[config.mk]
export PLATFORM = sky130hd
export DESIGN_NAME = aes_round_reg
export DESIGN_NICKNAME = d
export VERILOG_FILES = /design/src/aes_state_pkg.sv /design/src/aes_round_reg.sv
export VERILOG_INCLUDE_DIRS = /design/src
export SDC_FILE = /design/constraint.sdc
export NUM_CORES = 1
export LEC_CHECK = 0
export ABC_AREA = 1
export BUFFER_PORTS_ARGS = -buffer_cell sky130_fd_sc_hd__buf_2
export CORE_AREA = 3 3 203 205
export DETAILED_ROUTE_END_ITERATION = 7
export DIE_AREA = 0 0 206 208
export SKIP_LAST_GASP = 1
export SLEW_MARGIN = 10
export SYNTH_ARGS = -nofsm -noshare
export SYNTH_HDL_FRONTEND = slang
export SYNTH_SLANG_ARGS = --single-unit
[constraint.sdc]
create_clock -name clk -period 0.8 [get_ports clk]
set_input_delay 0.04 -clock clk [delete_from_list [all_inputs] [get_ports clk]]
set_output_delay 0.04 -clock clk [all_outputs]
set_load 0.02 [all_outputs]
[src/aes_defines.svh]
// AES-256 constants
// round count, last round, state bytes and key width

`ifndef AES_DEFINES_SVH
`define AES_DEFINES_SVH

// 14 rounds for a 256-bit key
`define AES_ROUNDS 14

// mix columns is skipped on this counter value
`define AES_LAST_ROUND 13

// bytes in the 4x4 state
`define AES_NB_BYTES 16

// cipher key width in bits
`define AES_KEY_BITS 256

`endif
[src/aes_state_pkg.sv]
// AES state package
// state and control types, S-box lookup and GF(2^8) doubling

`include "aes_defines.svh"

package aes_state_pkg;

    // byte 0 is the first input byte, it sits in the msb position
    // column-major, byte 4*c + r is row r of column c
    typedef logic [0:`AES_NB_BYTES-1][7:0] state_t;

    typedef logic [3:0] round_t;    // 0..13 during the run

    // controller to register and key schedule
    typedef struct packed
    {
        logic   load;   // take plaintext and key
        logic   wr_en;  // one round step
        round_t round;  // round being written
    } round_ctrl_t;

    // sequencer states
    typedef enum logic [1:0]
    {
        fsm_idle,
        fsm_run,
        fsm_finish
    } ctrl_fsm_t;

    // forward S-box, row per high nibble
    localparam logic [0:255][7:0] sbox_table =
    {
        128'h637c777bf26b6fc53001672bfed7ab76,
        128'hca82c97dfa5947f0add4a2af9ca472c0,
        128'hb7fd9326363ff7cc34a5e5f171d83115,
        128'h04c723c31896059a071280e2eb27b275,
        128'h09832c1a1b6e5aa0523bd6b329e32f84,
        128'h53d100ed20fcb15b6acbbe394a4c58cf,
        128'hd0efaafb434d338545f9027f503c9fa8,
        128'h51a3408f929d38f5bcb6da2110fff3d2,
        128'hcd0c13ec5f974417c4a77e3d645d1973,
        128'h60814fdc222a908846eeb814de5e0bdb,
        128'he0323a0a4906245cc2d3ac629195e479,
        128'he7c8376d8dd54ea96c56f4ea657aae08,
        128'hba78252e1ca6b4c6e8dd741f4bbd8b8a,
        128'h703eb5664803f60e613557b986c11d9e,
        128'he1f8981169d98e949b1e87e9ce5528df,
        128'h8ca1890dbfe6426841992d0fb054bb16
    };

    // byte substitution, plain table lookup
    function automatic logic [7:0] sbox_f(input logic [7:0] b);
        return sbox_table[b];
    endfunction

    // multiply by x modulo x^8 + x^4 + x^3 + x + 1
    function automatic logic [7:0] xtime_f(input logic [7:0] b);
        logic [7:0] shl;
        shl = {b[6:0], 1'b0};
        if (b[7])
            shl = shl ^ 8'h1b;  // reduce on overflow
        return shl;
    endfunction

endpackage

[src/aes_round_reg.sv]
// AES round state register
// takes the plaintext on load, then the mixed or shifted round result

`timescale 1ns/1ps
`include "aes_defines.svh"

module aes_round_reg
    import aes_state_pkg::*;
(
    input  logic        clk,
    input  logic        resetn,
    input  round_ctrl_t ctrl,
    input  state_t      plaintext,
    input  state_t      inp_mix,    // after mix columns
    input  state_t      inp_shf,    // after shift rows
    output state_t      state
);

    always_ff @(posedge clk or negedge resetn)
    begin
        if (!resetn)
        begin
            state <= '0;
        end
        else if (ctrl.load)
        begin
            state <= plaintext;     // new block
        end
        else if (ctrl.wr_en)
        begin
            // final round has no mix columns
            if (ctrl.round == round_t'(`AES_LAST_ROUND))
                state <= inp_shf;
            else
                state <= inp_mix;
        end
    end

endmodule

# Word-level counts from Yosys, hierarchy flattened
# Cells that the tools add are included.
word_totals:
  latchBits: 0
  register_bits: 128
  rom_bits: 0
  ram_bits: 0
  wordCells: 21
  mem_count: 0
  out_inout_bits: 128
  inputBits: 392
classes:
  muxes: 3
  order_cmp: 0
  n_reduce_logical: 1
  n_mul: 0
  shift: 0
  eq_ne: 1
  n_bitwise: 0
  addsub: 0
  n_div: 0
op_table:
  columns: ["operator", "count"]
  rows:
  - ["two-way mux 128 bit", 3]
  - ["== test 4 bit, second input constant", 1]
  - ["nonzero test 2 bit", 1]

# Logic depth before layout (Yosys ltp)
depth:
  depth_word: 4
  ltp_mapped: 9

# Worst setup path after synthesis
# No wires, ideal clock.
synth_path:
  kind: "input-to-reg"
  from: "in ctrl[3] in the netlist's numbering"
  to: "reg state[30] in the netlist's numbering"
  stages: 9
  n_path_buf: 2
  arrival_ns: 0.818
  required_time_ns: 0.683
  slack_ns: -0.135
  cell_sequence: "inv_1 nor2_4 nand2_2 buf_6 buf_2 nand2_1 nand3_1 nand2_1 nand2_1"
synth_via:
  elab_chain_cells: 4
synth_lines:
  columns: ["item", "line_no", "source"]
  rows:
  - ["start: declaration", "aes_round_reg.sv:12", "input round_ctrl_t ctrl,"]
  - ["== test 4 bit", "aes_round_reg.sv:32", "if (ctrl.round == round_t'(`AES_LAST_ROUND))"]
  - ["two-way mux 128 bit", "aes_round_reg.sv:32", null]
  - ["two-way mux 128 bit", "aes_round_reg.sv:29", "else if (ctrl.wr_en)"]
  - ["two-way mux 128 bit", "aes_round_reg.sv:25", "else if (ctrl.load)"]
  - ["end signal: assignment", "aes_round_reg.sv:27", "state <= plaintext;"]
  - ["end signal: assignment", "aes_round_reg.sv:33", "state <= inp_shf;"]
  - ["end signal: assignment", "aes_round_reg.sv:35", "state <= inp_mix;"]
  - ["end: declaration", "aes_round_reg.sv:16", "output state_t state"]
# Every way passes these cells. The select of a mux whose other input is x is not followed.
# A chain may end at the register's enable or synchronous reset.

# Worst setup path in the final report
layout_path:
  from: "reg state[125] in the netlist's numbering"
  to: "out state[125] in the netlist's numbering"
# No word-level cell between the ends.

==> results.py <==
metrics = {
    "status": {
        "outcome": "finished with violations",
        "violations": "setup timing",
    },
    "critical_path": {
        "cp_common_cell": "buf_6",
        "worstSetupPathType": "flip-flop to output port",
        "slowest_stage": "dfrtp_1",
        "critPathLaunch": "state[125]",
        "critical_path.cell_chain": "buf_6 > buf_6",
        "required_ns": 0.76,
        "critical_path.top_delay_family": "flip-flops",
        "cp_slowest_stage_delay_ns": 0.42,
        "startpoint_type": "flip-flop",
        "crit_fanout": 2,
        "cp.arrival_ns": 1.12,
        "end_kind": "output port",
        "path_buf_inv": 2,
        "r2r-start": "state[115]",
    },
    "yosys": {
        "ys_seq_area_share_pct": 44.56,
        "synth_edf_count": 0,
        "synth_area_leaders": "dfrtp_1 45%, nand2_1 15%, a22oi_1 12%",
        "syn-instance-count": 1003,
        "synth.most_common_cell": "nand2_1",
        "ys_types": 16,
        "synth_top_area_share_pct": 44.56,
        "yosys-top-cells-count": "285 x nand2_1, 141 x nor2_1, 128 x dfrtp_1",
        "postSynthAreaPerCell_sq_um": 7.167,
        "syn-cell-area_sq_um": 7188,
        "synth_warnings": 0,
        "synth_top_area_cell": "dfrtp_1",
        "synth_ff_type": "dfrtp_1",
        "postSynth.asyncResetShare_pct": 100.0,
        "yosys_register_bits": 128,
        "syn_nets": 1395,
    },
    "clock_network": {
        "cts_tree": "yes",
        "clk_latency_ns": 0.44,
        "clockBufferDepth": 2,
        "cts.reportedPaths.clkPinSlew_ns": 0.06,
        "cts.htree.levels": 4,
        "clock_sinks": 128,
        "clock-root-buffer": "clkbuf_16",
        "cts-buffers-inserted": 17,
    },
    "floorplan": {
        "die_h_um": 208,
        "fp.dieArea_sq_um": 42850,
        "core_area_sq_um": 39640,
        "ioPinCount": 520,
        "dieWidth_um": 206,
        "rows": 73,
        "start_util_pct": 18.13,
    },
    "finish": {
        "fillerInstances": 3397,
        "regMostFlops": "state",
        "nets": 2399,
        "largest_registers": "state: 128 flops",
        "largest_reg_flops": 128,
        "multi_input_area_sq_um": 3660,
        "seq_area_sq_um": 3203,
        "area_growth_pct": 142.8,
        "drive_above_1_share_pct": 39.01,
    },
    "grt": {
        "grt_pass1_vias": 12180,
        "grt_pass1_wl_um": 63600,
        "grt_use_total_pct": 18.82,
        "antenna_found_initial": 2,
        "grt-ovfl-total": 0,
        "grt_max_degree": 60,
    },
    "route": {
        "routed_via_density": 4.633,
        "num_vias": 11810,
        "drt_iter0_drc": 1090,
        "top_layer": "met4",
        "wl_um": 45930,
        "drc_errors": 0,
        "routed-wl-met2_um": 21410,
        "wl_met3_um": 4932,
        "dr.pass1.iters": 8,
        "wire_per_inst_um": 18.02,
        "route.layer.met1.wl_um": 16390,
        "ant_nets": 0,
    },
    "placed_design": {
        "place.gp.congestion": 0.8494,
        "io_buffers": 519,
        "dp_hpwl_um": 25090,
        "pre_cts_slack_ns": -0.4672,
    },
    "pwr": {
        "ir_drop_mv": 1.447,
        "power_leakage_nw": 8.843,
        "cellPowerDensity_nw_per_um2": 1411,
    },
    "timing": {
        "relSlewSlack_pct": 78.78,
        "whs_ns": 0.03609,
        "slew_viol_final": 0,
        "setup_viol": 192,
        "worst_pin_slew_ns": 0.3183,
        "fin_crit_sh_pct": 144.4,
        "timing.final.ws_setup_ns": -0.3552,
        "post-route-min-period_ns": 1.155,
        "finalClockSkew_ns": 0,
        "rsz0062_at_grt": "true",
        "hold_violations": 0,
        "max_freq_mhz": 865.6,
    },
    "run": {
        "cap_viol_max_count": 0,
    },
    "hold_path": {
        "hp-class": "input port to flip-flop",
        "holdCritStartpoint": "ctrl[5]",
    },
}
worst reg2reg max path: stages (launching register included):
cell,delay (ns)
dfrtp_1,0.40
buf_4,0.15
a22oi_1,0.18
o21ai_1,0.10
path summary, 6_finish.rpt:
kind                              end  slack [ns]  cells after the start
max                        state[125]       -0.36                      2
min                          state[9]        0.04                      4
max reg2reg                state[115]       -0.15                      3
min reg2reg                state[117]        0.51                      2
max in group asynchronous   state[10]        0.27                      3
min in group asynchronous   state[82]        0.05                      2
what timing repair did:
| action | in CTS | in global routing |
|---|---|---|
| hold buffers | 385 | 0 |
| gates resized for setup | 265 | 132 |
| cloned | 0 | 4 |
| buffers inserted | 34 | 39 |
| pin swaps | 3 | 62 |
| hold endpoints to repair | 256 | 0 |
| endpoints found under the setup margin | 131 | 218 |
cell type report:
class                           instances  share of cell area [%]
Antenna cell                            3                 0.04301
Inverter                              118                   2.595
Timing Repair Buffer                 1053                   50.76
Clock inverter                         11                  0.9320
Tap cell                              525                   3.764
Multi-Input combinational cell        689                   20.97
Sequential cell                       128                   18.35
Clock buffer                           21                   2.581
cells in the final DEF (no fill, tap or decap):
master and n:
clkinv_2 4, inv_2 2, nand2_1 285, diode_2 3, nand3b_1 1, dfrtp_1 128, clkbuf_1 3, bufinv_16 4
buf_12 17, nor2_4 3, buf_8 1, o21ai_1 110, nor2_1 141, nand2_4 1, clkinvlp_4 3, dlygate4sd3_1 385
buf_4 76, nand2_8 2, o21ai_2 3, nand3_1 29, clkbuf_8 1, buf_6 183, a22oi_2 78, clkbuf_16 19
a22oi_1 36, buf_16 1, buf_2 388, inv_1 114, inv_8 1, inv_4 1
per-stage QoR:
step                      area (sq um)  utilization (%)  TNS [ns]  cells  total power, W
after floorplan                   7332                -    -8.087   1003        0.009889
after global placement           10960            27.65    -41.04   2059         0.01254
after detailed placement         10960            27.65    -42.83   2059         0.01259
after CTS                        16510            41.65    -37.18   2509         0.02374
after global routing             17450            44.02    -42.36   2547         0.02567
final                            17450            44.03    -33.30   2548         0.02462
routing by layer:
layer / up-vias / GRT usage [%]
met5: - / 0
met4: 0 / 14.14
met3: 228 / 6.384
met2: 882 / 30.48
met1: 5458 / 20.17
li1: 5238 / -
cell families (layout without fill, tap and decap cells):
family	Yosys count	count (layout)	share of synthesized area, %
buf+inv	188	1203	10.74
simple gates	460	462	24.93
compound gates	227	227	19.77
other cells	0	3	0
flops	128	128	44.56
power breakdown:
| part | switching [W] | internal (W) | leakage [nW] |
|---|---|---|---|
| clock | 0.00306 | 0.00526 | 0.293 |
| sequential | 0.000622 | 0.00712 | 1.54 |
| combinational | 0.00377 | 0.00478 | 7.01 |
Power figures use the tool's default switching activity.
