$ cat config.mk
export PLATFORM = sky130hd
export DESIGN_NAME = aes_round_ctrl
export DESIGN_NICKNAME = d
export VERILOG_FILES = /design/src/aes_state_pkg.sv /design/src/aes_round_ctrl.sv
export VERILOG_INCLUDE_DIRS = /design/src
export SDC_FILE = /design/constraint.sdc
export NUM_CORES = 1
export LEC_CHECK = 0
export BUFFER_PORTS_ARGS = -buffer_cell sky130_fd_sc_hd__buf_2
export CAP_MARGIN = 20
export CORE_AREA = 2 2 39 41
export CTS_CLUSTER_SIZE = 40
export DETAILED_ROUTE_END_ITERATION = 16
export DIE_AREA = 0 0 41 43
export PLACE_DENSITY = 0.5
export SLEW_MARGIN = 20
export SYNTH_ARGS = -nofsm -noshare
export SYNTH_HDL_FRONTEND = slang
export SYNTH_SLANG_ARGS = --single-unit
$ cat constraint.sdc
create_clock -name clk -period 1.3 [get_ports clk]
set_input_delay 0.065 -clock clk [delete_from_list [all_inputs] [get_ports clk]]
set_output_delay 0.065 -clock clk [all_outputs]
set_load 0.03 [all_outputs]
$ cat src/aes_defines.svh
// AES-256 constants
// round count, last round, state bytes and key width

`ifndef AES_DEFINES_SVH
`define AES_DEFINES_SVH

// 14 rounds for a 256-bit key
`define AES_ROUNDS 14

// mix columns is skipped on this counter value
`define AES_LAST_ROUND 13

// bytes in the 4x4 state
`define AES_NB_BYTES 16

// cipher key width in bits
`define AES_KEY_BITS 256

`endif
$ cat src/aes_state_pkg.sv
// AES state package
// state and control types, S-box lookup and GF(2^8) doubling

`include "aes_defines.svh"

package aes_state_pkg;

    // byte 0 is the first input byte, it sits in the msb position
    // column-major, byte 4*c + r is row r of column c
    typedef logic [0:`AES_NB_BYTES-1][7:0] state_t;

    typedef logic [3:0] round_t;    // 0..13 during the run

    // controller to register and key schedule
    typedef struct packed
    {
        logic   load;   // take plaintext and key
        logic   wr_en;  // one round step
        round_t round;  // round being written
    } round_ctrl_t;

    // sequencer states
    typedef enum logic [1:0]
    {
        fsm_idle,
        fsm_run,
        fsm_finish
    } ctrl_fsm_t;

    // forward S-box, row per high nibble
    localparam logic [0:255][7:0] sbox_table =
    {
        128'h637c777bf26b6fc53001672bfed7ab76,
        128'hca82c97dfa5947f0add4a2af9ca472c0,
        128'hb7fd9326363ff7cc34a5e5f171d83115,
        128'h04c723c31896059a071280e2eb27b275,
        128'h09832c1a1b6e5aa0523bd6b329e32f84,
        128'h53d100ed20fcb15b6acbbe394a4c58cf,
        128'hd0efaafb434d338545f9027f503c9fa8,
        128'h51a3408f929d38f5bcb6da2110fff3d2,
        128'hcd0c13ec5f974417c4a77e3d645d1973,
        128'h60814fdc222a908846eeb814de5e0bdb,
        128'he0323a0a4906245cc2d3ac629195e479,
        128'he7c8376d8dd54ea96c56f4ea657aae08,
        128'hba78252e1ca6b4c6e8dd741f4bbd8b8a,
        128'h703eb5664803f60e613557b986c11d9e,
        128'he1f8981169d98e949b1e87e9ce5528df,
        128'h8ca1890dbfe6426841992d0fb054bb16
    };

    // byte substitution, plain table lookup
    function automatic logic [7:0] sbox_f(input logic [7:0] b);
        return sbox_table[b];
    endfunction

    // multiply by x modulo x^8 + x^4 + x^3 + x + 1
    function automatic logic [7:0] xtime_f(input logic [7:0] b);
        logic [7:0] shl;
        shl = {b[6:0], 1'b0};
        if (b[7])
            shl = shl ^ 8'h1b;  // reduce on overflow
        return shl;
    endfunction

endpackage

$ cat src/aes_round_ctrl.sv
// AES round sequencer
// start/busy/done handling and the round counter

`timescale 1ns/1ps
`include "aes_defines.svh"

module aes_round_ctrl
    import aes_state_pkg::*;
(
    input  logic        clk,
    input  logic        resetn,
    input  logic        start,
    output round_ctrl_t ctrl,
    output logic        busy,
    output logic        done
);

    ctrl_fsm_t fsm;
    round_t    round_cnt;

    // start only counts in idle
    assign ctrl.load  = start && (fsm == fsm_idle);
    assign ctrl.wr_en = (fsm == fsm_run);
    assign ctrl.round = round_cnt;

    assign busy = (fsm != fsm_idle);    // run and finish

    always_ff @(posedge clk or negedge resetn)
    begin
        if (!resetn)
        begin
            fsm       <= fsm_idle;
            round_cnt <= '0;
            done      <= 1'b0;
        end
        else
        begin
            done <= 1'b0;
            case (fsm)
                fsm_idle:
                begin
                    if (ctrl.load)
                    begin
                        round_cnt <= '0;
                        fsm       <= fsm_run;
                    end
                end
                fsm_run:
                begin
                    // 14 writes, rounds 0..13
                    if (round_cnt == round_t'(`AES_ROUNDS - 1))
                        fsm <= fsm_finish;
                    else
                        round_cnt <= round_cnt + round_t'(1);
                end
                fsm_finish:
                begin
                    done <= 1'b1;   // single pulse, busy drops with it
                    fsm  <= fsm_idle;
                end
                default:
                    fsm <= fsm_idle;
            endcase
        end
    end

endmodule

Word-level counts from Yosys, hierarchy flattened
Cells that the tools add are included.

word-level totals
  output and inout bits = 8
  input port bits = 3
  word-level logic and storage cells = 23
  register bits after elaboration = 7

cells by class
  reduce and logical (&&, ||, !) cells = 6
  muxes and demuxes = 7
  equal/unequal tests = 6
  add/subtract/negate cells = 1

operators with widths
  operator               count
  $mux W4                2
  $pmux W4 S2            1
  $add A4 B1 Y4 const B  1
  $eq A4 B4 Y1 const B   1
  $mux W2                2
  $ne A2 B2 Y1 const B   2
  $pmux W2 S2            1
  $reduce_bool A2 Y1     2
  $reduce_and A3 Y1      1
  $eq A2 B1 Y1 const B   1
  $eq A2 B2 Y1 const B   1
  $logic_not A2 Y1       1
  $ne A2 B1 Y1 const B   1
  $reduce_and A2 Y1      1
  $logic_and A1 B1 Y1    1
  $mux W1                1

Longest topological paths before layout
  depth after elaboration = 4
  depth in mapped cells = 5
  depth with buffers taken out = 5

Worst setup path before layout
Ideal clock, no wire load.

  kind = flip-flop to flip-flop
  start point = register fsm[0]
  end point = register round_cnt[3]
  data required time = 1,176 ps
  path buffers = 0
  clock period less this slack = 1,623 ps
  setup slack = -323 ps
  arrival = 1,499 ps
  cell stages (with the launch flop) = 4
  setup time = 124 ps
  cell sequence = dfrtp_1 > nor3b_1 > o22ai_1 > o31a_1

RTL lines
  element                   RTL line              text
  start: declaration        aes_round_ctrl.sv:18  ctrl_fsm_t fsm;
  start signal: assignment  aes_round_ctrl.sv:32  fsm <= fsm_idle;
  start signal: assignment  aes_round_ctrl.sv:45  fsm <= fsm_run;
  start signal: assignment  aes_round_ctrl.sv:52  fsm <= fsm_finish;
  end signal: assignment    aes_round_ctrl.sv:54  round_cnt <= round_cnt + round_t'(1);
  end: declaration          aes_round_ctrl.sv:19  round_t round_cnt;

Worst setup path after layout
  start point = register fsm[0]
  end point = output port busy

on the way
  word-level cells in the longest chain between the ends = 1

ends and longest elaborated chain
  element             RTL line              text
  $reduce_bool A2 Y1  aes_round_ctrl.sv:26  assign busy = (fsm != fsm_idle);
  end: declaration    aes_round_ctrl.sv:14  output logic busy,

Every way passes these cells.

==> run_summary.xml <==
<?xml version="1.0" encoding="UTF-8"?>
<metrics>
  <group name="outcome">
    <metric name="result_of_the_run" unit="">finished clean</metric>
  </group>
  <group name="drt">
    <metric name="ant_nets" unit="">0</metric>
    <metric name="drc_errors" unit="">0</metric>
    <metric name="wirelength" unit="um">740</metric>
    <metric name="route.detailed.vias_per_inst" unit="">4.51</metric>
    <metric name="drtPass1Iterations" unit="">1</metric>
    <metric name="total_number_of_vias" unit="">307</metric>
    <metric name="wire_per_inst" unit="um">10.9</metric>
    <metric name="first_iter_violations" unit="">0</metric>
  </group>
  <group name="global_routing">
    <metric name="global_route_wire_length_before_repair" unit="mm">1.16</metric>
    <metric name="grt.met3_usage" unit="%">7.85</metric>
    <metric name="grt_pass1_vias" unit="">271</metric>
    <metric name="total_global_routing_overflow" unit="">0</metric>
    <metric name="grt_start_max_net_pins" unit="">8</metric>
    <metric name="grt_busiest_layer" unit="">met2</metric>
    <metric name="grtUsageTotal" unit="%">10.4</metric>
    <metric name="initial_antenna_violation_count" unit="">0</metric>
    <metric name="grt_use_met2" unit="%">13.4</metric>
    <metric name="grt_util_met1" unit="%">12.7</metric>
  </group>
  <group name="logic_synthesis">
    <metric name="async_reset_ff_share" unit="%">100</metric>
    <metric name="synthesis.yosys.warnings" unit="">0</metric>
    <metric name="ys_top_cells_by_area" unit="">dfrtp_1 (49%), ha_1 (7.0%), inv_1 (5.2%)</metric>
    <metric name="post_synth_instance_area" unit="sq um">358</metric>
    <metric name="yosys_most_used_dff" unit="">dfrtp_1</metric>
    <metric name="syn-num-nets" unit="">39</metric>
    <metric name="synth-edff-count" unit="">0</metric>
    <metric name="synth_sequential_area_ratio" unit="%">49.0</metric>
    <metric name="post_synth.cell_area_avg" unit="sq um">10.5</metric>
    <metric name="yosys.cell_types.count" unit="">18</metric>
    <metric name="yosys_register_bits" unit="">7</metric>
    <metric name="post_synth_inst_count" unit="">34</metric>
    <metric name="yosys.area.top_type_share" unit="%">49.0</metric>
    <metric name="post-synth-top-area-cell" unit="">dfrtp_1</metric>
  </group>
  <group name="sta">
    <metric name="hold_slack" unit="ns">0.166</metric>
    <metric name="finalCritPeriodShare" unit="%">97.1</metric>
    <metric name="fin_tns_setup" unit="ns">0</metric>
    <metric name="maxClockFrequency" unit="MHz">792</metric>
    <metric name="timing.slew.headroom" unit="%">82.7</metric>
    <metric name="finalClockSkew" unit="ns">0.00326</metric>
    <metric name="hold_viol" unit="">0</metric>
    <metric name="worst_slew_pin_slew" unit="ns">0.259</metric>
    <metric name="report.final.setup_viol" unit="">0</metric>
    <metric name="finalWorstPathRequiredPeriod" unit="ns">1.26</metric>
    <metric name="rsz_0062_raised_after_global_routing" unit="">yes</metric>
    <metric name="final_count_of_pins_violating_max_slew" unit="">0</metric>
  </group>
  <group name="setup_path">
    <metric name="path_class" unit="">register to output pin</metric>
    <metric name="crit_fanout" unit="">6</metric>
    <metric name="endpoint_kind" unit="">output pin</metric>
    <metric name="worst_setup_path_start_kind" unit="">register</metric>
    <metric name="worstPathArrival" unit="ns">1.20</metric>
    <metric name="critical_path_required" unit="ns">1.24</metric>
  </group>
  <group name="clock_tree">
    <metric name="cts.reportedPaths.clkPinSlew" unit="ns">0.06</metric>
    <metric name="cts_h_tree_lvls" unit="">1</metric>
    <metric name="tritoncts_num_sinks" unit="">7</metric>
    <metric name="tritoncts" unit="">yes</metric>
    <metric name="clock_latency" unit="ns">0.26</metric>
    <metric name="number_of_clock_buffers_inserted_by_tritoncts" unit="">3</metric>
    <metric name="max-clock-path-buffers" unit="">2</metric>
    <metric name="cts_root_buffer" unit="">clkbuf_4</metric>
  </group>
  <group name="job">
    <metric name="number_of_max_cap_violations" unit="">0</metric>
  </group>
  <group name="finish">
    <metric name="finish.net_count" unit="">58</metric>
    <metric name="flow.area_growth_from_synthesis" unit="%">50.0</metric>
    <metric name="fillerInstances" unit="">139</metric>
    <metric name="post_route_cells_drive_above_1_share" unit="%">55.8</metric>
    <metric name="num_antenna_cells" unit="">0</metric>
    <metric name="stdcell_area" unit="sq um">537</metric>
  </group>
  <group name="power">
    <metric name="power.density_cell_area" unit="mW/mm^2">2600</metric>
    <metric name="leakage_power" unit="nW">0.254</metric>
    <metric name="ir_worst_vdd" unit="mV">1.30</metric>
    <metric name="report.power.total" unit="W">0.00140</metric>
  </group>
  <group name="die">
    <metric name="rows" unit="">14</metric>
    <metric name="dieArea" unit="sq mm">0.00176</metric>
    <metric name="core_area" unit="sq mm">0.00138</metric>
    <metric name="dieWidth" unit="um">41</metric>
    <metric name="start_util" unit="%">25.9</metric>
    <metric name="chipHeight" unit="um">43</metric>
    <metric name="top_level_ports" unit="">11</metric>
  </group>
  <group name="worst_hold_path">
    <metric name="hold_path_class" unit="">primary input to asynchronous set/reset pin</metric>
  </group>
  <group name="placement">
    <metric name="place_area" unit="sq um">474</metric>
    <metric name="half_perimeter_wire_length_of_the_detailed_placement_result" unit="um">542</metric>
    <metric name="portBuffers" unit="">10</metric>
    <metric name="gp_congestion" unit="">0.759</metric>
  </group>
</metrics>
## repair_timing
| item | in CTS | in global routing |
|---|---|---|
| hold buffers | 1 | 0 |
| pin swaps | 0 | 0 |
| resized for setup | 3 | 4 |
| setup buffers | 1 | 0 |
| endpoints found under the hold margin | 7 | 0 |
| setup endpoints to repair | 1 | 2 |
## metal layers
metal / share of wire (%) / routed length [um]
met1: 42 / 312
met2: 44 / 328
met3: 12 / 87
met4: 1.5 / 11
met5: 0 / 0
## per-stage QoR
step | setup slack (ns) | std cells | util, %
2_1_floorplan | -0.00735 | 34 | -
3_3_place_gp | 0.0651 | 62 | 34.3
3_5_place_dp | 0.0548 | 62 | 34.3
4_1_cts | 0.00124 | 68 | 38.1
5_1_grt | -0.0194 | 68 | 38.8
6_report | 0.0372 | 68 | 38.8
## placed cells by master (no fill, tap or decap), drive strengths merged
cell type and count:
a41oi 1, and2b 1, buf 13, clkbuf 3, clkinv 1, dfrtp 7
dlygate4sd3 1, ha 2, inv 5, mux2 1, nand2b 1, nand3 3
nor2 2, nor2b 2, nor3b 1, o21ai 3, o21bai 1, o22ai 1
o31a 1, or2 2
## where the power goes
group | switching [W] | internal [W] | total, W | leakage [nW]
registers | 0.000132 | 0.000307 | 0.000439 | 0.0831
clock network | 0.0000915 | 0.000113 | 0.000204 | 0.0177
logic | 0.000402 | 0.000350 | 0.000752 | 0.153
## Yosys cell counts (2+ instances only)
cell type and number:
inv_1 5, ha_1 2, o21ai_1 2, nor2_1 2, nand3_1 3, nor2b_1 2, dfrtp_1 7
## state kept, by name, indices dropped and copies added, names as in the netlist
signal,count
done,1
fsm,2
round_cnt,4
## final timing paths
| check | start | end | slack (ns) | cells past startpoint |
|---|---|---|---|---|
| min in group clk | start | round_cnt[3] | 0.32 | 4 |
| min | resetn | round_cnt[2] | 0.17 | 2 |
| min reg2reg | fsm[1] | done | 0.57 | 1 |
| max in group asynchronous | resetn | round_cnt[0] | 0.96 | 2 |
| max reg2reg | fsm[1] | round_cnt[1] | 0.06 | 3 |
| max | fsm[0] | busy | 0.04 | 2 |
## critical path, stage by stage, from the launching register on
cell,delay [ns]
dfrtp_2,0.46
or2_2,0.30
buf_2,0.18
## cell type report
class,instances,area (sq um),area share [%]
clock buffers,3,22.5,4.20
clock inverters,1,5.00,0.932
inverters,5,18.8,3.50
multi-input cells,22,200,37.3
flip-flops and latches,7,179,33.3
well taps,16,20.0,3.73
repair buffers,14,91.3,17.0
## logic make-up (layout without fill, tap and decap cells)
| logic type | count (synthesis) | in the layout | share of synthesized area [%] |
|---|---|---|---|
| buffers and inverters | 5 | 23 | 5.25 |
| flip-flops | 7 | 7 | 49.0 |
| adder cells (fa/ha/maj) | 2 | 2 | 6.99 |
| AND/OR/NAND/NOR | 12 | 12 | 19.6 |
| AO/OA/AOI/OAI | 7 | 7 | 15.0 |
| multiplexers | 1 | 1 | 4.19 |
Note: power is estimated with default switching activity, not from simulation.
